File: src/source/xbar_settings.svh
// Crossbar build settings
`ifndef XBAR_SETTINGS_SVH
`define XBAR_SETTINGS_SVH

// Number of masters. The arbiter alternation is written for two.
`define XBAR_MASTERS 2

// Number of slave banks, kept a power of two.
`define XBAR_SLAVES 4

// Request address width.
`define XBAR_ADDR_W 8

// Data word width.
`define XBAR_DATA_W 8

// Words in each slave bank.
`define XBAR_BANK_WORDS 8

`endif

File: src/source/xbar_pkg.sv
// Crossbar shared types
`include "xbar_settings.svh"

package xbar_pkg;

    localparam int SLAVE_W  = $clog2(`XBAR_SLAVES);      // Slave index bits.
    localparam int OFFSET_W = $clog2(`XBAR_BANK_WORDS);  // Word offset bits.

    typedef enum logic {
        OP_READ  = 1'b0,
        OP_WRITE = 1'b1
    } xbar_op_e;

    // Request as issued by a master.
    typedef struct packed {
        logic                    req;
        xbar_op_e                op;
        logic [`XBAR_ADDR_W-1:0] addr;
        logic [`XBAR_DATA_W-1:0] wdata;
    } xbar_cmd_t;

    // Decoded command, aligned with the slave select.
    typedef struct packed {
        xbar_op_e                op;
        logic [OFFSET_W-1:0]     offset;
        logic [`XBAR_DATA_W-1:0] wdata;
    } xbar_slot_t;

    // Response returned to one master.
    typedef struct packed {
        logic                    valid;
        logic                    nack;
        logic [`XBAR_DATA_W-1:0] rdata;
    } xbar_rsp_t;

endpackage

File: src/source/decoder_crossbar.sv
// Pipelined address decoder
`timescale 1ns/100ps
`include "xbar_settings.svh"

module decoder_crossbar (
    input  logic                                      clk,
    input  logic                                      rst_n,
    input  xbar_pkg::xbar_cmd_t  [`XBAR_MASTERS-1:0]  cmd,
    output logic [`XBAR_MASTERS-1:0][`XBAR_SLAVES-1:0] slave_sel,
    output xbar_pkg::xbar_slot_t [`XBAR_MASTERS-1:0]  slot
);

    localparam int SW = xbar_pkg::SLAVE_W;
    localparam int OW = xbar_pkg::OFFSET_W;

    logic [`XBAR_MASTERS-1:0]                    req_q;     // Stage 1 request bits.
    xbar_pkg::xbar_cmd_t [`XBAR_MASTERS-1:0]     cmd_q;     // Stage 1 payload.
    logic [`XBAR_MASTERS-1:0][`XBAR_ADDR_W-1:0]  addr_sel;  // Address after inversion.
    logic [`XBAR_MASTERS-1:0][`XBAR_SLAVES-1:0]  sel_d;
    xbar_pkg::xbar_slot_t [`XBAR_MASTERS-1:0]    slot_d;
    logic [`XBAR_MASTERS-1:0][`XBAR_SLAVES-1:0]  sel_q;     // Stage 2 select.
    xbar_pkg::xbar_slot_t [`XBAR_MASTERS-1:0]    slot_q;    // Stage 2 slot.

    always_ff @(posedge clk or negedge rst_n) begin
        if (!rst_n) begin
            req_q <= '0;
        end else begin
            for (int m = 0; m < `XBAR_MASTERS; m++) begin
                req_q[m] <= cmd[m].req;
            end
        end
    end

    always_ff @(posedge clk) begin
        cmd_q <= cmd;  // Op, address and data.
    end

    // High addresses are folded back by a bitwise inversion.
    always_comb begin
        for (int m = 0; m < `XBAR_MASTERS; m++) begin
            addr_sel[m] = cmd_q[m].addr[`XBAR_ADDR_W-1] ? ~cmd_q[m].addr : cmd_q[m].addr;
        end
    end

    always_comb begin
        for (int m = 0; m < `XBAR_MASTERS; m++) begin
            sel_d[m] = '0;
            if (req_q[m]) begin
                sel_d[m][addr_sel[m][SW-1:0]] = 1'b1;  // Modulo as a bit slice.
            end
            slot_d[m].op     = cmd_q[m].op;
            slot_d[m].offset = addr_sel[m][SW +: OW];  // Word offset above slave bits.
            slot_d[m].wdata  = cmd_q[m].wdata;
        end
    end

    always_ff @(posedge clk or negedge rst_n) begin
        if (!rst_n) begin
            sel_q     <= '0;
            slave_sel <= '0;
        end else begin
            sel_q     <= sel_d;
            slave_sel <= sel_q;  // Stage 3 output.
        end
    end

    always_ff @(posedge clk) begin
        slot_q <= slot_d;
        slot   <= slot_q;  // Kept aligned with slave_sel.
    end

endmodule

File: src/source/slave_arbiter.sv
// Per-slave round-robin arbiter
`timescale 1ns/100ps
`include "xbar_settings.svh"

module slave_arbiter (
    input  logic                                     clk,
    input  logic                                     rst_n,
    input  logic [`XBAR_MASTERS-1:0]                 sel,
    input  xbar_pkg::xbar_slot_t [`XBAR_MASTERS-1:0] slots,
    output logic [`XBAR_MASTERS-1:0]                 grant,
    output logic                                     rd
);

    logic                     ptr;        // Master favoured on the next conflict.
    logic                     contested;
    logic [`XBAR_MASTERS-1:0] reading;    // Masters whose slot is a read.

    assign contested = &sel;

    // A lone requester always wins.
    always_comb begin
        if (contested) begin
            grant      = '0;
            grant[ptr] = 1'b1;
        end else begin
            grant = sel;
        end
    end

    always_comb begin
        for (int m = 0; m < `XBAR_MASTERS; m++) begin
            reading[m] = (slots[m].op == xbar_pkg::OP_READ);
        end
    end

    assign rd = |(grant & reading);  // Read strobe for the bank.

    // Pointer moves on contested grants only.
    always_ff @(posedge clk or negedge rst_n) begin
        if (!rst_n) begin
            ptr <= 1'b0;
        end else if (contested) begin
            ptr <= ~ptr;
        end
    end

endmodule

File: src/source/slave_bank.sv
// Slave register bank
`timescale 1ns/100ps
`include "xbar_settings.svh"

module slave_bank (
    input  logic                          clk,
    input  logic                          rst_n,
    input  logic                          we,
    input  logic                          rd,
    input  logic [xbar_pkg::OFFSET_W-1:0] offset,
    input  logic [`XBAR_DATA_W-1:0]       wdata,
    output logic [`XBAR_DATA_W-1:0]       rdata
);

    logic [`XBAR_DATA_W-1:0] mem [`XBAR_BANK_WORDS];  // Register array.

    always_ff @(posedge clk or negedge rst_n) begin
        if (!rst_n) begin
            for (int w = 0; w < `XBAR_BANK_WORDS; w++) begin
                mem[w] <= '0;
            end
        end else if (we) begin
            mem[offset] <= wdata;
        end
    end

    // Read data holds until the next read.
    always_ff @(posedge clk) begin
        if (rd) begin
            rdata <= mem[offset];
        end
    end

endmodule

File: src/source/response_router.sv
// Per-master response router
`timescale 1ns/100ps
`include "xbar_settings.svh"

module response_router (
    input  logic                                        clk,
    input  logic                                        rst_n,
    input  logic [`XBAR_MASTERS-1:0][`XBAR_SLAVES-1:0]  slave_sel,
    input  logic [`XBAR_SLAVES-1:0][`XBAR_MASTERS-1:0]  grant,
    input  logic [`XBAR_SLAVES-1:0][`XBAR_DATA_W-1:0]   bank_rdata,
    output xbar_pkg::xbar_rsp_t [`XBAR_MASTERS-1:0]     rsp
);

    localparam int SW = xbar_pkg::SLAVE_W;

    logic [`XBAR_MASTERS-1:0]         won;      // Master holds a grant somewhere.
    logic [`XBAR_MASTERS-1:0][SW-1:0] won_idx;  // Slave that granted it.
    logic [`XBAR_MASTERS-1:0]         valid_q;
    logic [`XBAR_MASTERS-1:0]         nack_q;
    logic [`XBAR_MASTERS-1:0][SW-1:0] idx_q;

    always_comb begin
        won     = '0;
        won_idx = '0;
        for (int m = 0; m < `XBAR_MASTERS; m++) begin
            for (int s = 0; s < `XBAR_SLAVES; s++) begin
                if (grant[s][m]) begin
                    won[m]     = 1'b1;
                    won_idx[m] = SW'(s);
                end
            end
        end
    end

    always_ff @(posedge clk or negedge rst_n) begin
        if (!rst_n) begin
            valid_q <= '0;
            nack_q  <= '0;
        end else begin
            for (int m = 0; m < `XBAR_MASTERS; m++) begin
                valid_q[m] <= |slave_sel[m];
                nack_q[m]  <= |slave_sel[m] & ~won[m];  // Lost the arbitration.
            end
        end
    end

    always_ff @(posedge clk) begin
        idx_q <= won_idx;
    end

    // Bank read data is already registered, so the mux stays combinational.
    always_comb begin
        for (int m = 0; m < `XBAR_MASTERS; m++) begin
            rsp[m].valid = valid_q[m];
            rsp[m].nack  = nack_q[m];
            rsp[m].rdata = bank_rdata[idx_q[m]];
        end
    end

endmodule

File: src/source/xbar_top.sv
// Register-access crossbar top
`timescale 1ns/100ps
`include "xbar_settings.svh"

module xbar_top (
    input  logic                                    clk,
    input  logic                                    rst_n,
    input  xbar_pkg::xbar_cmd_t [`XBAR_MASTERS-1:0] cmd,
    output xbar_pkg::xbar_rsp_t [`XBAR_MASTERS-1:0] rsp
);

    logic [`XBAR_MASTERS-1:0][`XBAR_SLAVES-1:0] slave_sel;
    xbar_pkg::xbar_slot_t [`XBAR_MASTERS-1:0]   slot;
    logic [`XBAR_SLAVES-1:0][`XBAR_MASTERS-1:0] grant;
    logic [`XBAR_SLAVES-1:0][`XBAR_DATA_W-1:0]  bank_rdata;

    decoder_crossbar u_decoder (
        .clk       (clk),
        .rst_n     (rst_n),
        .cmd       (cmd),
        .slave_sel (slave_sel),
        .slot      (slot)
    );

    for (genvar s = 0; s < `XBAR_SLAVES; s++) begin : g_slave
        logic [`XBAR_MASTERS-1:0] col;     // Masters selecting this slave.
        xbar_pkg::xbar_slot_t     picked;  // Granted master's slot.
        logic                     rd;
        logic                     we;

        for (genvar m = 0; m < `XBAR_MASTERS; m++) begin : g_col
            assign col[m] = slave_sel[m][s];
        end

        always_comb begin
            picked = '0;
            for (int m = 0; m < `XBAR_MASTERS; m++) begin
                if (grant[s][m]) begin
                    picked = slot[m];
                end
            end
        end

        assign we = |grant[s] && (picked.op == xbar_pkg::OP_WRITE);

        slave_arbiter u_arb (
            .clk   (clk),
            .rst_n (rst_n),
            .sel   (col),
            .slots (slot),
            .grant (grant[s]),
            .rd    (rd)
        );

        slave_bank u_bank (
            .clk    (clk),
            .rst_n  (rst_n),
            .we     (we),
            .rd     (rd),
            .offset (picked.offset),
            .wdata  (picked.wdata),
            .rdata  (bank_rdata[s])
        );
    end

    response_router u_router (
        .clk        (clk),
        .rst_n      (rst_n),
        .slave_sel  (slave_sel),
        .grant      (grant),
        .bank_rdata (bank_rdata),
        .rsp        (rsp)
    );

endmodule

File: config.mk
export PLATFORM = sky130hd
export DESIGN_NAME = xbar_top
export DESIGN_NICKNAME = d
export VERILOG_FILES = /design/src/source/xbar_pkg.sv /design/src/source/decoder_crossbar.sv /design/src/source/slave_arbiter.sv /design/src/source/slave_bank.sv /design/src/source/response_router.sv /design/src/source/xbar_top.sv
export VERILOG_INCLUDE_DIRS = /design/src /design/src/source
export SDC_FILE = /design/constraint.sdc
export NUM_CORES = 1
export LEC_CHECK = 0
export ABC_CLOCK_PERIOD_IN_PS = 2700
export BUFFER_PORTS_ARGS = -buffer_cell sky130_fd_sc_hd__buf_2
export CAP_MARGIN = 20
export CORE_ASPECT_RATIO = 0.5
export CORE_MARGIN = 3
export CORE_UTILIZATION = 47
export DETAILED_ROUTE_END_ITERATION = 10
export GPL_TIMING_DRIVEN = 0
export SETUP_SLACK_MARGIN = 0.3
export SLEW_MARGIN = 5
export SYNTH_ARGS = -nofsm -noshare
export SYNTH_HDL_FRONTEND = slang
export SYNTH_HIERARCHICAL = 1
export SYNTH_SLANG_ARGS = --single-unit
File: constraint.sdc
create_clock -name clk -period 2.7 [get_ports clk]
set_input_delay 0.405 -clock clk [delete_from_list [all_inputs] [get_ports clk]]
set_output_delay 0.405 -clock clk [all_outputs]
set_load 0.005 [all_outputs]
==> impl_metrics.toml <==
[synthesis]
seq_area_frac_synth_pct = 57.3
ys_async_sr_fraction_pct = 71.2
yosys-top-cells-count = "282 x dfrtp_1, 280 x mux2_2, 92 x nand2_1"
synth-seq-cells = 396
synth_edf_count = 32
synth_top_area_cell = "dfrtp_1"
synthTopCellsByArea = "dfrtp_1 42%, mux2_2 19%, dfxtp_1 9.7%, mux4_2 8.0%, edfxtp_1 5.7%"
synth.net_count = 1135
ys_types = 47
synth_cells = 1097
yosysWarnings = 6
ys.flop_type = "dfrtp_1"
syn_area_um2 = 16900
yosysMostFrequentCell = "dfrtp_1"
avgSynthCellArea_um2 = 15.4
synth_top_area_share_pct = 41.9

[setup_path]
crit_type = "flip-flop to flip-flop"
crit_slowest_cell = "mux4_2"
cp_top_family = "multiplexers"
critPathLaunchType = "flip-flop"
crit_fanout = 7
max_stage_delay_ns = 0.49
path_buf_inv = 3
worstPathCellList = "nand2b_4, and2_4, buf_8, o21ai_4, buf_12, buf_12, mux4_2, mux2_2"
arrival_ns = 2.82
critPathRequiredTime_ns = 2.97
critPathMostFrequentCell = "buf_12"
cp-end-kind = "flip-flop"

[floorplan]
ioPinCount = 58
rows = 48
initial_core_util_pct = 48.3
dieWidth_um = 274
coreArea_um2 = 34900
fp.dieH_um = 140
dieArea_um2 = 38300

[timing]
fin_tns_setup_ns = 0
setup_slack_ns = 0.149
final.period_utilization_pct = 94.5
final_max_slew_viol_count = 0
rsz0062_at_grt = "yes"
hold_viol = 0
relSlewSlack_pct = 27.6
clock_skew_ns = 0.0320
worst_slew_pin_slew_ns = 1.08
setup_violations = 0
period_minus_slack_ns = 2.55
fmax_mhz = 392

[global_routing]
grt_pass1_wl_um = 65600
grt_pass1_vias = 10900
grt_max_degree = 110
antenna_found_initial = 0
overflow = 0
grt_usage_pct = 22.7

[layout]
final_cell_area_um2 = 21400
nets = 1389
final_core_util_pct = 61.2
final_cells = 1854
area_growth_syn_to_layout_pct = 26.7
n_antenna_cell = 0
drive_above_1_share_pct = 52.8

[clock_network]
htree_levels = 2
tritoncts = "yes"
clock_latency_ns = 0.54
cts.sinks = 396
clockBufferDepth = 3
cts-root-buf = "clkbuf_16"
cts_buffers = 37
path_clk_slew_ns = 0.06

[placed_design]
routabilityCongestion = 0.847
port_buffers = 53
post-dp-hpwl_um = 27200
dp_cells = 1637
dp_worst_setup_slack_ns = -0.755
dpl_cell_area_um2 = 17900

[detailed_routing]
postRouteWirelength_um = 43300
ant_nets = 0
drt_iter0_markers = 852
num_vias = 10400
avgViaCountPerCell = 5.59
detail_route.wl_per_cell_um = 23.4
route.detailed.drc = 0
first_pass_iters = 5

[flow_run]
cap_violations = 0

[hold_path]
hp-class = "flip-flop to flip-flop"

[run_status]
status = "finished clean"

[pwr]
vdd_drop_max_uv = 369
p_leak_nw = 10.0
powerDensity_nw_per_um2 = 630
[routing by layer]
| layer | vias to the layer above | part of all wire (%) | global-route usage, % |
|---|---|---|---|
| met1 | 5489 | 48 | 33.8 |
| met4 | 0 | 1.7 | 5.63 |
| met2 | 234 | 45 | 34.0 |
| met3 | 56 | 5.4 | 4.71 |
| li1 | 4583 | - | - |
| met5 | - | 0 | 0 |
[area by class of cell]
type / instances / area [µm²]
clock inverters: 12 / 82.6
well taps: 475 / 594
flip-flops and latches: 396 / 9660
repair buffers: 215 / 1920
plain buffers: 56 / 646
fillers: 2603 / 13500
inverters: 10 / 37.5
multi-input cells: 635 / 7360
clock buffers: 55 / 1050
[sequential cells by signal, indices dropped and copies added, names as in the netlist]
| name | flops |
|---|---|
| g_slave.u_arb/ptr | 4 |
| g_slave.u_bank/rdata | 32 |
| u_decoder/slot | 24 |
| u_decoder/req_q | 2 |
| u_router/valid_q | 2 |
| u_decoder/slot_q | 24 |
| g_slave.u_bank/mem | 256 |
| u_decoder/slave_sel | 8 |
| u_decoder/sel_q | 8 |
| u_decoder/cmd_q | 30 |
| u_router/idx_q | 4 |
| u_router/nack_q | 2 |
[power by group]
| group | switching, mW | internal (mW) |
|---|---|---|
| Combinational | 0.822 | 1.03 |
| Clock | 2.25 | 2.74 |
| Sequential | 0.253 | 6.36 |
| Total | 3.33 | 10.1 |
[layout by cell type (no fill, tap or decap), types with 33 or more instances in the layout]
master,count
dfrtp_1,278
mux2_2,226
buf_4,95
nand2_1,83
dfxtp_1,82
mux4_2,66
mux2_4,60
buf_2,52
buf_6,47
clkbuf_16,39
dlygate4sd3_1,33
[through the flow]
stage | power (mW) | hold slack, ns
floorplan | 7.51 | 0.109
global placement | 7.97 | 0.310
detailed placement | 8.04 | 0.312
CTS | 13.4 | 0.325
global route | 14.0 | 0.332
finish | 13.5 | 0.326
[repair_timing]
| action | 4_1_cts | 5_1_grt |
|---|---|---|
| gates cloned | 4 | 1 |
| hold buffers | 33 | 0 |
| gates resized for setup | 132 | 137 |
| endpoints found under the hold margin | 110 | 0 |
| buffers inserted | 82 | 26 |
| pin swaps | 16 | 19 |
| endpoints found under the setup margin | 288 | 243 |
[cell families (layout without fill, tap and decap cells)]
kind of cell,count (synthesis),after routing,share of synthesized area (%)
compound gates,86,86,3.47
xor+xnor,10,10,0.519
buf+inv,66,348,2.54
flops,396,396,57.3
mux,368,368,29.2
simple gates,171,171,6.94
[path summary, 6_finish.rpt]
path,startpoint,to,slack (ns),depth (start not counted)
max,g_slave[1].u_arb/ptr$_DFFE_PN0P_,g_slave[1].u_bank/rdata[3]$_DFFE_PP_,0.15,8
min,u_decoder/cmd_q[16]$_DFF_P_,u_decoder/slot_q[11]$_DFF_P_,0.33,0
max reg2reg,g_slave[1].u_arb/ptr$_DFFE_PN0P_,g_slave[1].u_bank/rdata[3]$_DFFE_PP_,0.15,8
min reg2reg,u_decoder/cmd_q[16]$_DFF_P_,u_decoder/slot_q[11]$_DFF_P_,0.33,0
max in group asynchronous,rst_n,g_slave[2].u_bank/mem[19]$_DFFE_PN0P_,1.19,3
min in group asynchronous,rst_n,g_slave[0].u_bank/mem[29]$_DFFE_PN0P_,0.50,2
Power figures use the tool's default switching activity.
